**config.mk**
```make
export PLATFORM = sky130hd
export DESIGN_NAME = cpu_core
export DESIGN_NICKNAME = d
export VERILOG_FILES = /design/src/cpu_pkg.sv /design/src/mem_req_if.sv /design/src/issue_if.sv /design/src/fetch_stage.sv /design/src/exec_stage.sv /design/src/mmu.sv /design/src/cpu_core.sv
export SDC_FILE = /design/constraint.sdc
export NUM_CORES = 1
export LEC_CHECK = 0
export BUFFER_PORTS_ARGS = -buffer_cell sky130_fd_sc_hd__buf_2
export CAP_MARGIN = 40
export CORE_UTILIZATION = 30
export DETAILED_ROUTE_END_ITERATION = 6
export MAX_ROUTING_LAYER = met4
export PLACE_DENSITY = 0.48
export SLEW_MARGIN = 20
export SYNTH_ARGS = -nofsm -noshare
export SYNTH_HDL_FRONTEND = slang
export SYNTH_SLANG_ARGS = --single-unit
```
**constraint.sdc**
```tcl
create_clock -name clka -period 10.7 [get_ports clka]
set_clock_uncertainty 0.15 [all_clocks]
set_input_delay 1.605 -clock clka [delete_from_list [all_inputs] [get_ports clka]]
set_output_delay 1.605 -clock clka [all_outputs]
set_load 0.03 [all_outputs]
```
**src/cpu_pkg.sv**
```systemverilog
package cpu_pkg;

  localparam int data_w  = 16;  // word width
  localparam int paddr_w = 10;  // physical ram address

  typedef logic [data_w-1:0]  word_t;
  typedef logic [paddr_w-1:0] paddr_t;

  localparam int page_size = 72;  // words per page
  localparam int num_pages = 14;  // 14 x 72 fits in 1024 words
  localparam int off_w     = $clog2(page_size);

  typedef logic [off_w-1:0] off_t;

  // logical pages below reset_pages start in the physical page of the same index
  localparam int reset_pages = 2;

  localparam int program_start = 46;  // logical address of first instruction

  localparam logic [7:0] op_jmp       = 8'd1;
  localparam logic [7:0] op_ram2reg   = 8'd2;  // ram -> reg
  localparam logic [7:0] op_reg2ram   = 8'd3;  // reg -> ram
  localparam logic [7:0] op_num2reg   = 8'd4;  // value -> reg
  localparam logic [7:0] op_reg_plus  = 8'd5;  // reg += value
  localparam logic [7:0] op_reg_minus = 8'd6;  // reg -= value

  // two-word instruction as seen by execute
  typedef struct packed {
    logic [7:0] op;       // high byte of first word
    logic [7:0] reg_num;  // low byte of first word
    word_t      operand;  // second word
  } instr_t;

endpackage

```
**src/mem_req_if.sv**
```systemverilog
interface mem_req_if;

  // client side
  logic           req;    // level, held until ack
  logic           write;
  cpu_pkg::word_t vaddr;  // logical address
  cpu_pkg::word_t wdata;

  // mmu side
  logic           ack;    // one-cycle pulse
  cpu_pkg::word_t rdata;  // valid in the ack cycle of a read

  modport client (
    output req,
    output write,
    output vaddr,
    output wdata,
    input  ack,
    input  rdata
  );

  modport server (
    input  req,
    input  write,
    input  vaddr,
    input  wdata,
    output ack,
    output rdata
  );

endinterface

```
**src/issue_if.sv**
```systemverilog
interface issue_if;

  // fetch to execute
  logic            instr_valid;  // one-cycle pulse
  cpu_pkg::instr_t instr;        // held until the next fetch

  // execute back to fetch
  logic            done;         // one-cycle pulse at completion
  logic            jump_en;      // valid with done
  cpu_pkg::word_t  jump_target;

  modport fetch (
    output instr_valid,
    output instr,
    input  done,
    input  jump_en,
    input  jump_target
  );

  modport exec (
    input  instr_valid,
    input  instr,
    output done,
    output jump_en,
    output jump_target
  );

endinterface

```
**src/fetch_stage.sv**
```systemverilog
module fetch_stage (
  input  logic      clka,
  input  logic      rst,
  mem_req_if.client mem,
  issue_if.fetch    iss
);

  typedef enum logic [1:0] {
    f_word1,  // opcode and register word
    f_word2,  // operand word
    f_wait    // instruction in execute
  } state_t;

  state_t         state;
  cpu_pkg::word_t pc;
  cpu_pkg::word_t first_word;

  // fetch only reads
  assign mem.write = 1'b0;
  assign mem.wdata = '0;
  assign mem.vaddr = (state == f_word2) ? pc + cpu_pkg::word_t'(1) : pc;

  always_ff @(posedge clka) begin
    if (!rst) begin
      state           <= f_word1;
      pc              <= cpu_pkg::word_t'(cpu_pkg::program_start);
      mem.req         <= 1'b0;
      iss.instr_valid <= 1'b0;
    end else begin
      iss.instr_valid <= 1'b0;
      case (state)
        f_word1, f_word2: begin
          if (mem.ack) begin
            mem.req <= 1'b0;  // drop in the cycle after ack
            if (state == f_word1) begin
              state <= f_word2;
            end else begin
              state           <= f_wait;
              iss.instr_valid <= 1'b1;
            end
          end else begin
            mem.req <= 1'b1;
          end
        end
        f_wait: begin
          if (iss.done) begin
            pc    <= iss.jump_en ? iss.jump_target : pc + cpu_pkg::word_t'(2);
            state <= f_word1;
          end
        end
        default: state <= f_word1;
      endcase
    end
  end

  // instruction words, captured on ack
  always_ff @(posedge clka) begin
    if (mem.ack) begin
      if (state == f_word1) begin
        first_word <= mem.rdata;
      end else begin
        iss.instr <= cpu_pkg::instr_t'({first_word, mem.rdata});
      end
    end
  end

endmodule

```
**src/exec_stage.sv**
```systemverilog
module exec_stage #(
  parameter int reg_count = 16
) (
  input  logic      clka,
  input  logic      rst,
  issue_if.exec     iss,
  mem_req_if.client mem
);

  localparam int idx_w = $clog2(reg_count);

  cpu_pkg::word_t   regs [reg_count];
  logic [idx_w-1:0] idx;
  logic [7:0]       op;
  cpu_pkg::word_t   operand;
  cpu_pkg::word_t   cur_val;
  logic             is_mem_op;
  logic             rf_we;
  cpu_pkg::word_t   rf_wdata;

  // instr stays stable until fetch sees done
  assign op        = iss.instr.op;
  assign operand   = iss.instr.operand;
  assign idx       = iss.instr.reg_num[idx_w-1:0];
  assign cur_val   = regs[idx];
  assign is_mem_op = (op == cpu_pkg::op_ram2reg) || (op == cpu_pkg::op_reg2ram);

  // register write port
  always_comb begin
    rf_we    = 1'b0;
    rf_wdata = operand;
    if (mem.req) begin
      rf_we    = mem.ack && !mem.write;  // ram2reg load
      rf_wdata = mem.rdata;
    end else if (iss.instr_valid) begin
      case (op)
        cpu_pkg::op_num2reg: begin
          rf_we = 1'b1;
        end
        cpu_pkg::op_reg_plus: begin
          rf_we    = 1'b1;
          rf_wdata = cur_val + operand;  // wraps at 16 bits
        end
        cpu_pkg::op_reg_minus: begin
          rf_we    = 1'b1;
          rf_wdata = cur_val - operand;
        end
        default: rf_we = 1'b0;
      endcase
    end
  end

  always_ff @(posedge clka) begin
    if (rf_we) begin
      regs[idx] <= rf_wdata;
    end
  end

  // completion and data request control
  always_ff @(posedge clka) begin
    if (!rst) begin
      mem.req     <= 1'b0;
      iss.done    <= 1'b0;
      iss.jump_en <= 1'b0;
    end else begin
      iss.done    <= 1'b0;
      iss.jump_en <= 1'b0;
      if (mem.req) begin
        if (mem.ack) begin
          mem.req  <= 1'b0;
          iss.done <= 1'b1;  // one cycle after ack
        end
      end else if (iss.instr_valid) begin
        if (is_mem_op) begin
          mem.req <= 1'b1;
        end else begin
          iss.done    <= 1'b1;
          iss.jump_en <= (op == cpu_pkg::op_jmp);
        end
      end
    end
  end

  // request fields and jump target
  always_ff @(posedge clka) begin
    if (iss.instr_valid && !mem.req) begin
      mem.write       <= (op == cpu_pkg::op_reg2ram);
      mem.vaddr       <= operand;
      mem.wdata       <= cur_val;
      iss.jump_target <= operand;
    end
  end

endmodule

```
**src/mmu.sv**
```systemverilog
module mmu #(
  parameter int num_pages = 14
) (
  input  logic            clka,
  input  logic            rst,
  input  cpu_pkg::word_t  rd_data,
  mem_req_if.server       fetch_port,
  mem_req_if.server       data_port,
  output logic            wr_en,
  output cpu_pkg::paddr_t wr_addr,
  output cpu_pkg::word_t  wr_data,
  output logic            rd_en,
  output cpu_pkg::paddr_t rd_addr,
  output logic            fault
);

  localparam int pg_w = $clog2(num_pages);

  typedef logic [pg_w-1:0] ppage_t;

  typedef enum logic [2:0] {
    m_idle,
    m_walk,   // follow the page chain
    m_alloc,  // scan for a free page
    m_issue,  // ram access on the port
    m_rdack   // read data back
  } state_t;

  state_t               state;
  ppage_t               next_page [num_pages];  // 0 marks chain end
  cpu_pkg::word_t       page_tag  [num_pages];  // logical page held
  logic [num_pages-1:0] used;

  ppage_t          walk_ptr;
  ppage_t          scan_ptr;
  ppage_t          ppage_q;
  ppage_t          last_ppage;
  cpu_pkg::word_t  last_lpage;
  cpu_pkg::word_t  lpage_q;
  cpu_pkg::word_t  wdata_q;
  cpu_pkg::off_t   off_q;
  logic            sel_q;  // 1 = data client
  logic            wr_q;

  logic            sel_data;
  logic            any_req;
  cpu_pkg::word_t  req_vaddr;
  cpu_pkg::word_t  req_lpage;
  logic            ack_now;
  cpu_pkg::paddr_t phys_addr;

  // fetch wins
  assign sel_data  = !fetch_port.req;
  assign any_req   = fetch_port.req || data_port.req;
  assign req_vaddr = sel_data ? data_port.vaddr : fetch_port.vaddr;
  assign req_lpage = req_vaddr / cpu_pkg::word_t'(cpu_pkg::page_size);

  assign phys_addr = cpu_pkg::paddr_t'(ppage_q * cpu_pkg::page_size + off_q);

  assign rd_en   = (state == m_issue) && !wr_q;
  assign wr_en   = (state == m_issue) && wr_q;
  assign rd_addr = phys_addr;
  assign wr_addr = phys_addr;
  assign wr_data = wdata_q;

  // writes ack at issue, reads when data returns
  assign ack_now          = ((state == m_issue) && wr_q) || (state == m_rdack);
  assign fetch_port.ack   = ack_now && !sel_q;
  assign data_port.ack    = ack_now && sel_q;
  assign fetch_port.rdata = rd_data;
  assign data_port.rdata  = rd_data;

  always_ff @(posedge clka) begin
    if (!rst) begin
      state      <= m_idle;
      fault      <= 1'b0;
      walk_ptr   <= '0;
      scan_ptr   <= '0;
      ppage_q    <= '0;
      last_lpage <= '0;  // logical 0 sits in physical 0
      last_ppage <= '0;
      for (int i = 0; i < num_pages; i++) begin
        used[i]      <= (i < cpu_pkg::reset_pages);
        page_tag[i]  <= (i < cpu_pkg::reset_pages) ? cpu_pkg::word_t'(i) : '0;
        next_page[i] <= (i + 1 < cpu_pkg::reset_pages) ? ppage_t'(i + 1) : '0;
      end
    end else begin
      case (state)
        m_idle: begin
          if (any_req && !fault) begin
            if (req_lpage == last_lpage) begin
              ppage_q <= last_ppage;  // reuse last translation
              state   <= m_issue;
            end else begin
              walk_ptr <= '0;  // chain head
              state    <= m_walk;
            end
          end
        end
        m_walk: begin
          if (page_tag[walk_ptr] == lpage_q) begin
            ppage_q    <= walk_ptr;
            last_lpage <= lpage_q;
            last_ppage <= walk_ptr;
            state      <= m_issue;
          end else if (next_page[walk_ptr] == '0) begin
            scan_ptr <= '0;  // walk_ptr stays on the tail
            state    <= m_alloc;
          end else begin
            walk_ptr <= next_page[walk_ptr];
          end
        end
        m_alloc: begin
          if (!used[scan_ptr]) begin
            used[scan_ptr]      <= 1'b1;
            page_tag[scan_ptr]  <= lpage_q;
            next_page[walk_ptr] <= scan_ptr;  // link at chain end
            ppage_q             <= scan_ptr;
            last_lpage          <= lpage_q;
            last_ppage          <= scan_ptr;
            state               <= m_issue;
          end else if (scan_ptr == ppage_t'(num_pages - 1)) begin
            fault <= 1'b1;  // out of pages, never serves again
            state <= m_idle;
          end else begin
            scan_ptr <= scan_ptr + 1'b1;
          end
        end
        m_issue: state <= wr_q ? m_idle : m_rdack;
        m_rdack: state <= m_idle;
        default: state <= m_idle;
      endcase
    end
  end

  // request capture
  always_ff @(posedge clka) begin
    if (state == m_idle && any_req) begin
      sel_q   <= sel_data;
      wr_q    <= sel_data ? data_port.write : fetch_port.write;
      wdata_q <= sel_data ? data_port.wdata : fetch_port.wdata;
      lpage_q <= req_lpage;
      off_q   <= cpu_pkg::off_t'(req_vaddr % cpu_pkg::word_t'(cpu_pkg::page_size));
    end
  end

endmodule

```
**src/cpu_core.sv**
```systemverilog
module cpu_core #(
  parameter int reg_count = 16,
  parameter int num_pages = cpu_pkg::num_pages
) (
  input  logic            clka,
  input  logic            rst,
  input  cpu_pkg::word_t  ram_rd_data,
  output logic            ram_wr_en,
  output cpu_pkg::paddr_t ram_wr_addr,
  output cpu_pkg::word_t  ram_wr_data,
  output logic            ram_rd_en,
  output cpu_pkg::paddr_t ram_rd_addr,
  output logic            mmu_fault
);

  mem_req_if fetch_req ();  // program reads
  mem_req_if data_req ();   // ram2reg and reg2ram
  issue_if   iss ();

  fetch_stage u_fetch (
    .clka (clka),
    .rst  (rst),
    .mem  (fetch_req),
    .iss  (iss)
  );

  exec_stage #(
    .reg_count (reg_count)
  ) u_exec (
    .clka (clka),
    .rst  (rst),
    .iss  (iss),
    .mem  (data_req)
  );

  mmu #(
    .num_pages (num_pages)
  ) u_mmu (
    .clka       (clka),
    .rst        (rst),
    .rd_data    (ram_rd_data),
    .fetch_port (fetch_req),
    .data_port  (data_req),
    .wr_en      (ram_wr_en),
    .wr_addr    (ram_wr_addr),
    .wr_data    (ram_wr_data),
    .rd_en      (ram_rd_en),
    .rd_addr    (ram_rd_addr),
    .fault      (mmu_fault)
  );

endmodule

```
Word-level counts from Yosys, hierarchy flattened --
Memories as Yosys holds them, arrays and structs flattened. A register that Yosys moved wholly into a read port is not among the register bits. Cells that the tools add are included.
Word-level totals: flip-flop bits (word level) 191, bits in writable memories 536, input bits 18, output and inout bits 39, word-level logic and storage cells 188, memories kept 3
Memories:
- u_exec.regs | depth 16, width 16, read ports 1, clocked after Yosys merged registers in 1, wr ports 1, RTL line exec_stage.sv:12 | cpu_pkg::word_t regs [reg_count];
- u_mmu.page_tag | depth 14, width 16, read ports 1, clocked after Yosys merged registers in 1, wr ports 14, RTL line mmu.sv:31 | cpu_pkg::word_t page_tag [num_pages];
- u_mmu.next_page | depth 14, width 4, read ports 1, clocked after Yosys merged registers in 1, wr ports 14, RTL line mmu.sv:30 | ppage_t next_page [num_pages];
Cells by class: add/sub/neg operators 6, multiply operators 1, divide/modulo/power cells 2, order comparisons 2, equal/unequal tests 29, mux-type cells 72, bitwise logic cells 5, reductions and logical operators 41
Operators with widths (count):
- $mux W16 | 8
- $mux W4 | 20
- $pmux W16 S2 | 2
- $eq A16 B16 Y1 | 2
- $eq A8 B3 Y1 const B | 3
- $mux W1 | 24
- $pmux W4 S2 | 3
- $mux W3 | 6
- $add A16 B1 Y16 const B | 1
- $add A16 B16 Y16 | 1
- $add A16 B2 Y16 const B | 1
- $div A16 B7 Y16 const B | 1
- $eq A8 B2 Y1 const B | 2
- $mod A16 B7 Y16 const B | 1
- $reduce_or A16 Y1 | 1
- $sub A16 B16 Y16 | 1
- $reduce_and A5 Y1 | 3
- $or A14 B14 Y14 | 1
- $ne A2 B1 Y1 const B | 6
- $ne A2 B2 Y1 const B | 6
- $pmux W3 S4 | 1
- $pmux W4 S3 | 1
- $reduce_and A3 Y1 | 4
- $add A10 B7 Y10 | 1
- 30 further kinds | 58

Longest topological paths before layout --
Gate-level depths: netlist of run 1.
depth in word-level cells 10, gate-level depth with buffers 26, gate-level depth less buffers 25

Cells and area by module --
A second synthesis of run 1 with hierarchy kept.
Second synthesis, totals: cells, all modules 2137, area total of the unflattened synthesis 31387.6 sq um
Modules (own cells, without submodules):
- mmu | times used 1, cells each 1220, area each 15972.8 sq um, sequential area each 8738.4 sq um
- exec_stage | times used 1, cells each 656, area each 12319.3 sq um, sequential area each 8738.4 sq um
- fetch_stage | times used 1, cells each 261, area each 3095.5 sq um, sequential area each 1841.8 sq um

Least setup slack after synthesis of run 1 --
OpenSTA, ideal clock, no wires.
kind reg2reg, from register u_fetch.pc[2], to register u_mmu.ppage_q[1], setup time 0.079 ns, data arrival time 6.000 ns, data required time 10.471 ns, slack 4.471 ns, cell stages (with the launch flop) 24, cells stage by stage dfxtp_1 > ha_1 > nand4_4 > or4b_4 > o32a_1 > and3_4 > buf_6 > mux2_2 > o21ai_2 > o211ai_2 > mux2_4 > buf_6 > nor4_1 > a21o_2 > mux2_2 > a21oi_1 > nor3_1 > a2111oi_2 > o21bai_2 > a32oi_2 > a31oi_4 > or4_4 > and4_4 > a211oi_2
Between the ends: longest elaborated chain between the ends 7
Ends and longest elaborated chain:
- start, declared | RTL line fetch_stage.sv:15 | cpu_pkg::word_t pc;
- start signal, assigned | RTL line fetch_stage.sv:26 | pc <= cpu_pkg::word_t'(cpu_pkg::program_start);
- start signal, assigned | RTL line fetch_stage.sv:47 | pc <= iss.jump_en ? iss.jump_target : pc + cpu_pkg::word_t'(2);
- $add A16 B1 Y16 | RTL line fetch_stage.sv:21 | assign mem.vaddr = (state == f_word2) ? pc + cpu_pkg::word_t'(1) : pc;
- $mux W16 (*) | RTL line fetch_stage.sv:21
- $mux W16 (*) | RTL line mmu.sv:55 | assign req_vaddr = sel_data ? data_port.vaddr : fetch_port.vaddr;
- $div A16 B7 Y16 (*) | RTL line mmu.sv:56 | assign req_lpage = req_vaddr / cpu_pkg::word_t'(cpu_pkg::page_size);
- net u_mmu.req_lpage[1] | RTL line mmu.sv:48 | cpu_pkg::word_t req_lpage;
- $eq A16 B16 Y1 (*) | RTL line mmu.sv:91 | if (req_lpage == last_lpage) begin
- $ne A2 B1 Y1 (no line) (*)
- $reduce_and A5 Y1 (no line) (*)
- end signal, assigned | RTL line mmu.sv:92 | ppage_q <= last_ppage;
- end signal, assigned | RTL line mmu.sv:102 | ppage_q <= walk_ptr;
- end signal, assigned | RTL line mmu.sv:118 | ppage_q <= scan_ptr;
- end, declared | RTL line mmu.sv:36 | ppage_t ppage_q;
Mark *: on every way through the listed nets, which the timed path passes. The rest lies on a longest branch. A chain may end at the register's enable or synchronous reset.

Worst setup path after layout of run 1 --
Same ends and word-level chain as after synthesis.

==> impl_metrics.tcl, run 1 <==
set metrics [dict create \
    outcome "complete, no violations" \
    slew_headroom 0.440 \
    met2_length_um 37300 \
    numCtsBuffers 76 \
    dieArea_sq_um 103000 \
    wl_um 79600 \
    ys_warn_count 0 \
    synth_common_cells "edfxtp_1, and2_1, mux4_2" \
    setup_viol 0 \
    synth_nets 2128 \
    cts-resized-gates 0 \
    crit_chain "ha_1, nand4_4, or4_4, a31oi_1, nand3_2, o31ai_1, a221oi_2, o31ai_1, nand2_1, a21boi_1, a21oi_2, a311o_2, a211oi_4, o21bai_2, a32oi_2, a31oi_4, or4_4, and4_4, a211oi_2" \
    yosysUniqueCellTypes 108 \
    grt_usage 0.160 \
    ys.flop_type "edfxtp_1" \
    cts_htree_levels 3 \
    grt_pass1_vias 18000 \
    holdBufCountCts 0 \
    highest_layer "met4" \
    synthArstFlopShare 0 \
    clock_latency_ns 0.62 \
    critPathKind "reg -> reg" \
    clkSlewWorstSetupHoldPaths_ns 0.06 \
    netlist_instances 2079 \
    cpMaxStageDelayCell "o31ai_1" \
    drtIter0Drc 1291 \
    dp_hpwl_um 52700 \
    rows 116 \
    overflow 0 \
    design.core.area_sq_um 100000 \
    vias 17900 \
    antenna_found_initial 7 \
    drc 0 \
    avgSynthCellArea_sq_um 14.7 \
    ioPinCount 57 \
    finalCritPeriodShare 0.645 \
    critPathLaunchType "flop" \
    cts_tree "yes" \
    port_buffers 56 \
    wl_per_cell_um 22.3 \
    die_y_um 321 \
    synth_edf_count 588 \
    worstPathArrival_ns 7.30 \
    finalMaxSlewViolations 0 \
    final_util 0.351 \
    max_freq_ghz 0.145 \
    critPathMaxStageDelay_ns 0.59 \
    start_util 0.304 \
    grt_pass1_wl_um 120000 \
    synth_area_leaders "edfxtp_1, mux4_2, dfxtp_1" \
    required_ns 11.09 \
    dr.pass1.iters 7 \
    power.density_nw_per_um2 188 \
    worst_pin_slew_ns 0.839 \
    grt_max_degree 63 \
    die_w_um 321 \
    place.gp.congestion 0.863 \
    maxCapViolCount 0 \
    drive_above_1_share 0.225 \
    irDropWorstVdd_v 0.000113 \
    fin_tns_setup_ns 0 \
    dr_wl_met3_um 4130 \
    ys_ff_latch 663 \
    nets 2195 \
    cp-end-kind "flop" \
    met1Wirelength_um 36800 \
    cts.path.max_buffers 3 \
    finalHoldViolCount 0 \
    numClockSinks 663 \
    synth.yosys.seq_area_share 0.628 \
    synth_most_common_cell "edfxtp_1" \
    fin_crit_ns 6.91 \
    synth_top_cell_by_area "edfxtp_1" \
    yosysTopAreaCellShare 0.579 \
    p_leak_nw 11.9 \
    root_buffer "clkbuf_16" \
    post_cts_buffers 0 \
    vias_per_cell 5.03 \
    crit_fanout 10 \
    area_growth_pct 15.6 \
    ant_nets 0 \
    syn_area_sq_um 30500 \
    rsz0062_at_grt "no" \
    hp-class "reg -> reg" \
]
## cells by family (layout without fill, tap and decap cells)
group / after synthesis / after routing / share of synthesized area
XOR/XNOR: 70 / 70 / 0.0201
multiplexers: 214 / 214 / 0.135
AND/OR/NAND/NOR: 644 / 644 / 0.115
adder cells (fa/ha/maj): 32 / 32 / 0.0135
other: 0 / 6 / 0
AO/OA/AOI/OAI: 285 / 285 / 0.0631
flip-flops: 663 / 663 / 0.628
buffers and inverters: 171 / 296 / 0.0260
## per-layer routing
metal	vias up	GRT usage
met1	9258	0.220
met3	108	0.0259
li1	8104	-
met2	459	0.249
met4	0	0.0387
met5	-	-
## report_power, final
group          leakage (nW)  internal [W]  total, W  switching (W)
logic                  4.51      0.000389  0.000991       0.000602
clock network          1.22       0.00153   0.00260        0.00107
registers              6.17       0.00292   0.00303       0.000113
## final timing paths
check                         start                     to  slack (ns)  depth (start not counted)
max                   u_fetch.pc[2]       u_mmu.ppage_q[1]        3.79                         19
max reg2reg           u_fetch.pc[2]       u_mmu.ppage_q[1]        3.79                         19
min reg2reg  u_fetch.first_word[10]  u_fetch.iss.instr[26]        0.27                          0
min          u_fetch.first_word[10]  u_fetch.iss.instr[26]        0.27                          0
## state kept, by name, summed over array words and instances, names as in the netlist, 2 cells and up, named ones only
name,flops
u_mmu.next_page,64
u_fetch.state,2
u_mmu.state,3
u_mmu.lpage_q,10
u_fetch.first_word,12
u_mmu.ppage_q,4
u_mmu.off_q,7
u_mmu.last_lpage,10
u_mmu.page_tag,160
u_exec.mem.wdata,16
u_mmu.scan_ptr,4
u_exec.mem.vaddr,16
u_mmu.used,14
u_fetch.iss.instr,28
u_exec.regs,256
u_mmu.wr_data,16
u_fetch.pc,16
u_mmu.walk_ptr,4
u_mmu.last_ppage,4
## final cells by class
class                           instances  area (sq um)
Antenna cell                            6          15.0
Clock buffer                           96          2040
Clock inverter                         40           449
Fill cell                            9636         65200
Inverter                               28           105
Multi-Input combinational cell       1245         10700
Sequential cell                       663         19200
Tap cell                             1357          1700
Timing Repair Buffer                  132          1100
## stage by stage
| stage | std cells | power, W | area (sq um) | worst slack, ns | hold slack (ns) |
|---|---|---|---|---|---|
| after CTS | 3558 | 0.00671 | 35200 | 3.89 | 0.275 |
| after detailed placement | 3422 | 0.00409 | 32700 | 3.90 | 0.260 |
| after floorplan | 2079 | 0.00379 | 30500 | 4.47 | 0.250 |
| final | 3567 | 0.00662 | 35300 | 3.79 | 0.272 |
| after global routing | 3567 | 0.00689 | 35300 | 3.34 | 0.283 |
| after global placement | 3401 | 0.00406 | 32300 | 4.16 | 0.255 |
## layout by cell type (no fill, tap or decap), types with 11 or more instances in the layout
cell / synthesis / layout
nor2_4: 0 / 13
mux2_2: 14 / 14
nand3_1: 12 / 12
xor2_1: 31 / 31
and3_1: 24 / 24
mux4_2: 153 / 153
clkinv_1: 0 / 11
ha_1: 29 / 29
a21oi_1: 67 / 67
dfxtp_1: 75 / 70
nor2_1: 133 / 120
nand2_1: 117 / 117
edfxtp_1: 588 / 588
nor2b_1: 30 / 29
a31oi_1: 13 / 13
xnor2_1: 39 / 39
nor3_1: 55 / 51
clkinv_2: 0 / 12
mux2i_1: 44 / 44
clkbuf_16: 0 / 77
clkbuf_1: 97 / 14
o21ai_0: 81 / 80
a21o_1: 20 / 20
nand2b_1: 28 / 28
buf_2: 6 / 57
nor4_1: 18 / 17
and2_1: 164 / 164
inv_1: 28 / 28
buf_4: 16 / 58
## worst max-delay path, delay by kind of cell (launching register included)
kind	cells	cell delay, ns
AOI/OAI and AO/OA	12	3.85
adders and majority gates	1	0.37
DFF	1	0.47
and+or+nand+nor	6	1.98
(Power assumes the default switching activity.)
==> inputs of run 2 (changes only) <==
--- a/config.mk
+++ b/config.mk
@@ -10,7 +10,7 @@
 export CORE_UTILIZATION = 30
 export DETAILED_ROUTE_END_ITERATION = 6
 export MAX_ROUTING_LAYER = met4
-export PLACE_DENSITY = 0.48
+export PLACE_DENSITY = 0.5
 export SLEW_MARGIN = 20
 export SYNTH_ARGS = -nofsm -noshare
 export SYNTH_HDL_FRONTEND = slang
==> constraint.sdc (replaced) <==
create_clock -name clka -period 5.8 [get_ports clka]
set_clock_uncertainty 0.15 [all_clocks]
set_input_delay 0.87 -clock clka [delete_from_list [all_inputs] [get_ports clka]]
set_output_delay 0.87 -clock clka [all_outputs]
set_load 0.03 [all_outputs]
==> run 2 against run 1 <==
The flow now finishes with violations (setup timing). Sequential power increased by 83%. Non-clock buffer count rose by 175. Wire length shrank 0.16%. Largest power group unchanged. Critical path depth up 5. Final cell count increased by 5.0%. Utilization grew 1.4 points. Register-to-register slack worse by 4.0 ns. Critical path type unchanged. Global-route usage down 0.18 points. Sequential share of layout area is 2.0 points lower. Die area unchanged.
==> impl_metrics.tcl, run 2 (same netlist as run 1, synthesis figures left out) <==
set metrics [dict create \
    drc 0 \
    grt_usage 0.159 \
    fin_tns_setup_ns -2.49 \
    grt_pass1_vias 18700 \
    fin_crit_ns 6.02 \
    antenna_found_initial 8 \
    required_ns 6.14 \
    p_leak_nw 12.8 \
    min_to "u_fetch.iss.instr[29]" \
    numClockSinks 663 \
    min_from "u_fetch.first_word[13]" \
    outcome "complete, but fails checks" \
    design.core.area_sq_um 100000 \
    cts.path.max_buffers 3 \
    rsz0062_at_grt "yes" \
    final_cells 3745 \
    worst-r2r-cell-count 24 \
    rows 116 \
    fin_area_sq_um 36700 \
    die_w_um 321 \
    root_buffer "clkbuf_16" \
    worst_pin_slew_ns 0.851 \
    cp-end-kind "flop" \
    critPathLaunch "u_fetch.pc[1]" \
    grt_max_degree 62 \
    reg_top3 "u_exec.regs: 256 flops, u_mmu.page_tag: 160 flops, u_mmu.next_page: 64 flops" \
    crit_chain "ha_4, nand3b_4, buf_4, o31ai_1, a31o_4, o311ai_4, buf_4, a32o_1, or3_4, nor3_4, mux2i_4, o22a_2, and4b_1, nor3_2, a311o_2, a211oi_4, o21bai_4, a32oi_2, a31oi_4, buf_6, xnor2_4, a211oi_2, buf_4, o21ai_0" \
    dr.pass1.iters 5 \
    finalMaxSlewViolations 0 \
    r2r_slack_ns -0.22 \
    critPathLaunchType "flop" \
    dieArea_sq_um 103000 \
    ant_nets 0 \
    setup_ws_ns -0.223 \
    nets 2369 \
    power.density_nw_per_um2 336 \
    hold_depth 0 \
    drive_above_1_share 0.299 \
    dp_hpwl_um 53900 \
    area_growth_pct 20.2 \
    finalCritPeriodShare 1.04 \
    irDropWorstVdd_v 0.000218 \
    grt_pass1_wl_um 119000 \
    cts_tree "yes" \
    place.gp.congestion 0.816 \
    r2r_start "u_fetch.pc[1]" \
    crit_fanout 8 \
    worstPathArrival_ns 6.37 \
    place_area_sq_um 33700 \
    overflow 0 \
    max_freq_ghz 0.166 \
    violations "setup timing" \
    start_util 0.304 \
    setup_viol 13 \
    ioPinCount 57 \
    wl_um 79500 \
    critPathKind "reg -> reg" \
    drtIter0Drc 1520 \
    top_register "u_exec.regs" \
    hp-class "reg -> reg" \
    finalHoldViolCount 0 \
    final_cell_mix "edfxtp_1, buf_4, and2_1" \
    maxCapViolCount 0 \
    numCtsBuffers 75 \
    port_buffers 56 \
    largest_register_ffs 256 \
    cts_htree_levels 3 \
    clock_latency_ns 0.64 \
    fillers 9589 \
    die_y_um 321 \
    final_common_cell "edfxtp_1" \
    wl_per_cell_um 21.2 \
    crit_top_cell "buf_4" \
    dp.cells 3569 \
    cpMaxStageDelayCell "o31ai_1" \
    clkSlewWorstSetupHoldPaths_ns 0.06 \
    vias_per_cell 4.92 \
    critPathMaxStageDelay_ns 0.44 \
    slew_headroom 0.431 \
    vias 18400 \
]
run 2: cell count changes in the layout (fill, tap and decap cells not counted), moves of 7 or more:
cell and change:
buf_6 +7, buf_4 +177, buf_16 -8, nor2_2 +14, nor2_4 -11, dfxtp_1 -7
run 2: power breakdown:
| group | total, W | switching [W] | internal (W) |
|---|---|---|---|
| logic | 0.00222 | 0.00127 | 0.000956 |
| registers | 0.00554 | 0.000164 | 0.00538 |
| clock network | 0.00455 | 0.00195 | 0.00260 |
run 2: worst max path at each step:
stage                       end  slack [ns]  cells after the start
4_1_cts        u_mmu.ppage_q[1]       -0.19                     24
6_report                   flop       -0.22                     24
3_5_place_dp   u_mmu.ppage_q[1]       -0.42                     24
5_1_grt        u_mmu.ppage_q[1]       -0.40                     21
2_1_floorplan  u_mmu.ppage_q[1]       -0.06                     23
3_3_place_gp   u_mmu.ppage_q[1]       -0.26                     25
run 2: what timing repair did:
| action | 4_1_cts | 5_1_grt |
|---|---|---|
| endpoints found under the setup margin | 16 | 35 |
| buffers inserted | 16 | 13 |
| hold buffers | 0 | 0 |
| pin swaps | 17 | 20 |
| gates resized for setup | 41 | 35 |
run 2: per-layer routing:
metal,track usage,vias to the layer above,part of all wire,wire length (um)
met5,-,-,0,0
met4,0.0410,0,0.021,1700
met3,0.0259,102,0.044,3530
met2,0.261,414,0.49,39000
met1,0.204,9465,0.44,35300
li1,-,8460,-,-
run 2: critical path, delay by kind of cell, from the launching register on:
family / cells / cell delay [ns]
XOR/XNOR: 1 / 0.12
buffers and inverters: 4 / 0.69
multiplexers: 1 / 0.33
AND/OR/NAND/NOR: 5 / 1.14
adder cells (fa/ha/maj): 1 / 0.15
flip-flops: 1 / 0.37
AO/OA/AOI/OAI: 12 / 2.92
run 2: area by class of cell:
class / instances / area (sq um) / share of cell area
clock buffer: 94 / 1960 / 0.0534
timing repair buffer: 307 / 2290 / 0.0624
inverter: 28 / 105 / 0.00287
clock inverter: 45 / 398 / 0.0108
sequential: 663 / 19200 / 0.523
tap: 1357 / 1700 / 0.0463
multi-input combinational: 1245 / 11000 / 0.301
antenna: 6 / 15.0 / 0.000409
run 2: stage by stage:
stage	setup slack [ns]	hold slack (ns)	utilization	total power (W)
after floorplan	-0.0593	0.250	-	0.00701
after global placement	-0.259	0.261	0.334	0.00771
after detailed placement	-0.416	0.255	0.335	0.00773
after CTS	-0.190	0.265	0.362	0.0124
after global routing	-0.397	0.273	0.365	0.0128
final	-0.223	0.266	0.365	0.0123
==> inputs of run 3 (changes only) <==
--- a/config.mk
+++ b/config.mk
@@ -9,6 +9,7 @@
 export CAP_MARGIN = 40
 export CORE_UTILIZATION = 30
 export DETAILED_ROUTE_END_ITERATION = 6
+export GPL_TIMING_DRIVEN = 0
 export MAX_ROUTING_LAYER = met4
 export PLACE_DENSITY = 0.5
 export SLEW_MARGIN = 20
==> run 3 against run 2 <==
The run still ends with setup timing left. Flip-flop and latch count unchanged. Final cell count is 0.37% higher. Non-clock buffer count grew 20. Clock power grew 4.8%. Sequential share of layout area down 0.49 points. Global-route usage grew 0.37 points. Worst setup slack worse by 0.050 ns. Combinational power rose by 2%. Maximum frequency is 0.83% lower. Via count up 1.6%. Final area up 0.91%. Hold slack worse by 0.014 ns. Critical path type unchanged. Largest cell class unchanged.
==> impl_metrics.tcl, run 3 (same netlist as run 1, synthesis figures left out) <==
set metrics [dict create \
    outcome "complete, but fails checks" \
    violations "setup timing" \
    irDropWorstVdd_v 0.000226 \
    fillers 9607 \
    cts_htree_levels 3 \
    worstPathArrival_ns 6.30 \
    worst_pin_slew_ns 0.871 \
    multi_input_area_sq_um 11300 \
    p_leak_nw 12.7 \
    slew_headroom 0.419 \
    cp-end-kind "flop" \
    rows 116 \
    grt_pass1_vias 19100 \
    clkSlewWorstSetupHoldPaths_ns 0.06 \
    dp_hpwl_um 58100 \
    rsz0062_at_grt "yes" \
    hp-class "reg -> reg" \
    power.density_nw_per_um2 340 \
    cts.path.max_buffers 3 \
    drtIter0Drc 1460 \
    fin_area_sq_um 37000 \
    dr.pass1.iters 7 \
    max_freq_ghz 0.165 \
    root_buffer "clkbuf_16" \
    vias_per_cell 4.99 \
    vias 18700 \
    crit_fanout 7 \
    setup_ws_ns -0.273 \
    finalMaxSlewViolations 0 \
    design.core.area_sq_um 100000 \
    numCtsBuffers 75 \
    largest_register_ffs 256 \
    wl_um 81500 \
    drc 0 \
    area_growth_pct 21.3 \
    ioPinCount 57 \
    cts_tree "yes" \
    top_register "u_exec.regs" \
    port_buffers 55 \
    setup_viol 14 \
    required_ns 6.03 \
    critPathLaunchType "flop" \
    finalHoldViolCount 0 \
    start_util 0.304 \
    die_w_um 321 \
    nets 2389 \
    fin_crit_ns 6.07 \
    fin_hold_ws_ns 0.252 \
    final_common_cell "edfxtp_1" \
    antenna_found_initial 1 \
    holdBufCountCts 0 \
    place_area_sq_um 33200 \
    place.gp.congestion 0.846 \
    clock_latency_ns 0.64 \
    die_y_um 321 \
    insertedDiodeCount 0 \
    seqCellArea_sq_um 19200 \
    final_util 0.369 \
    dieArea_sq_um 103000 \
    grt_usage 0.162 \
    grt_pass1_wl_um 121000 \
    critPathKind "reg -> reg" \
    finalCritPeriodShare 1.05 \
    drive_above_1_share 0.279 \
    maxCapViolCount 0 \
    overflow 0 \
    grt_max_degree 33 \
    final_cell_mix "edfxtp_1, and2_1, mux4_2" \
    reg_top3 "u_exec.regs: 256 flops, u_mmu.page_tag: 160 flops, u_mmu.next_page: 64 flops" \
    numClockSinks 663 \
    ant_nets 0 \
    wl_per_cell_um 21.7 \
]
[run 3: path summary, 6_finish.rpt]
kind | start | endpoint | slack (ns) | cells past startpoint
min reg2reg | u_fetch.first_word[11] | u_fetch.iss.instr[27] | 0.25 | 0
min | u_fetch.first_word[11] | u_fetch.iss.instr[27] | 0.25 | 0
max reg2reg | u_fetch.pc[1] | u_mmu.off_q[5] | -0.27 | 25
max | u_fetch.pc[1] | u_mmu.off_q[5] | -0.27 | 25
[run 3: worst max-delay path, stage by stage (launching register included)]
cell	delay, ns
dfxtp_4	0.39
ha_4	0.17
nand4_4	0.09
or4b_4	0.58
o32a_1	0.36
and3_4	0.19
buf_6	0.12
mux2_2	0.26
o21ai_2	0.15
o211ai_2	0.15
mux2_4	0.36
buf_8	0.15
buf_4	0.14
a21oi_2	0.16
a31oi_1	0.14
and4b_2	0.31
nor2_4	0.12
o211ai_1	0.10
buf_4	0.16
a211oi_4	0.32
mux2i_1	0.15
and2b_2	0.23
a31oi_4	0.30
nand2_2	0.10
maj3_2	0.33
xor2_1	0.14
[run 3: report_power, final]
part	switching, W	internal [W]
Sequential	0.000175	0.00538
Clock	0.00201	0.00276
Combinational	0.00130	0.000960
Total	0.00349	0.00910
[run 3: repair_timing]
item | 4_1_cts | 5_1_grt
pin swaps | 40 | 28
buffers inserted | 59 | 20
setup endpoints to repair | 124 | 79
resized for setup | 100 | 65
[run 3: layer usage]
metal | wire [um] | GRT usage
met2 | 41100 | 0.275
met3 | 4030 | 0.0294
met1 | 33500 | 0.192
met4 | 2830 | 0.0604
met5 | 0 | -
[run 3: layout make-up]
cell class / instances / share of cell area
Multi-Input combinational cell: 1245 / 0.306
Timing Repair Buffer: 187 / 0.0398
Buffer: 140 / 0.0208
Inverter: 28 / 0.00284
Sequential cell: 663 / 0.518
Clock inverter: 49 / 0.0136
Tap cell: 1357 / 0.0459
Clock buffer: 90 / 0.0531
[run 3: metrics by stage]
step | worst slack (ns) | instances | power, W | TNS, ns
global route | -0.476 | 3759 | 0.0130 | -6.29
global placement | -1.68 | 3491 | 0.00759 | -333.38
floorplan | -0.0593 | 2079 | 0.00701 | -0.0593
detailed placement | -1.44 | 3539 | 0.00768 | -79.10
CTS | -0.259 | 3734 | 0.0126 | -2.88
finish | -0.273 | 3759 | 0.0126 | -2.98
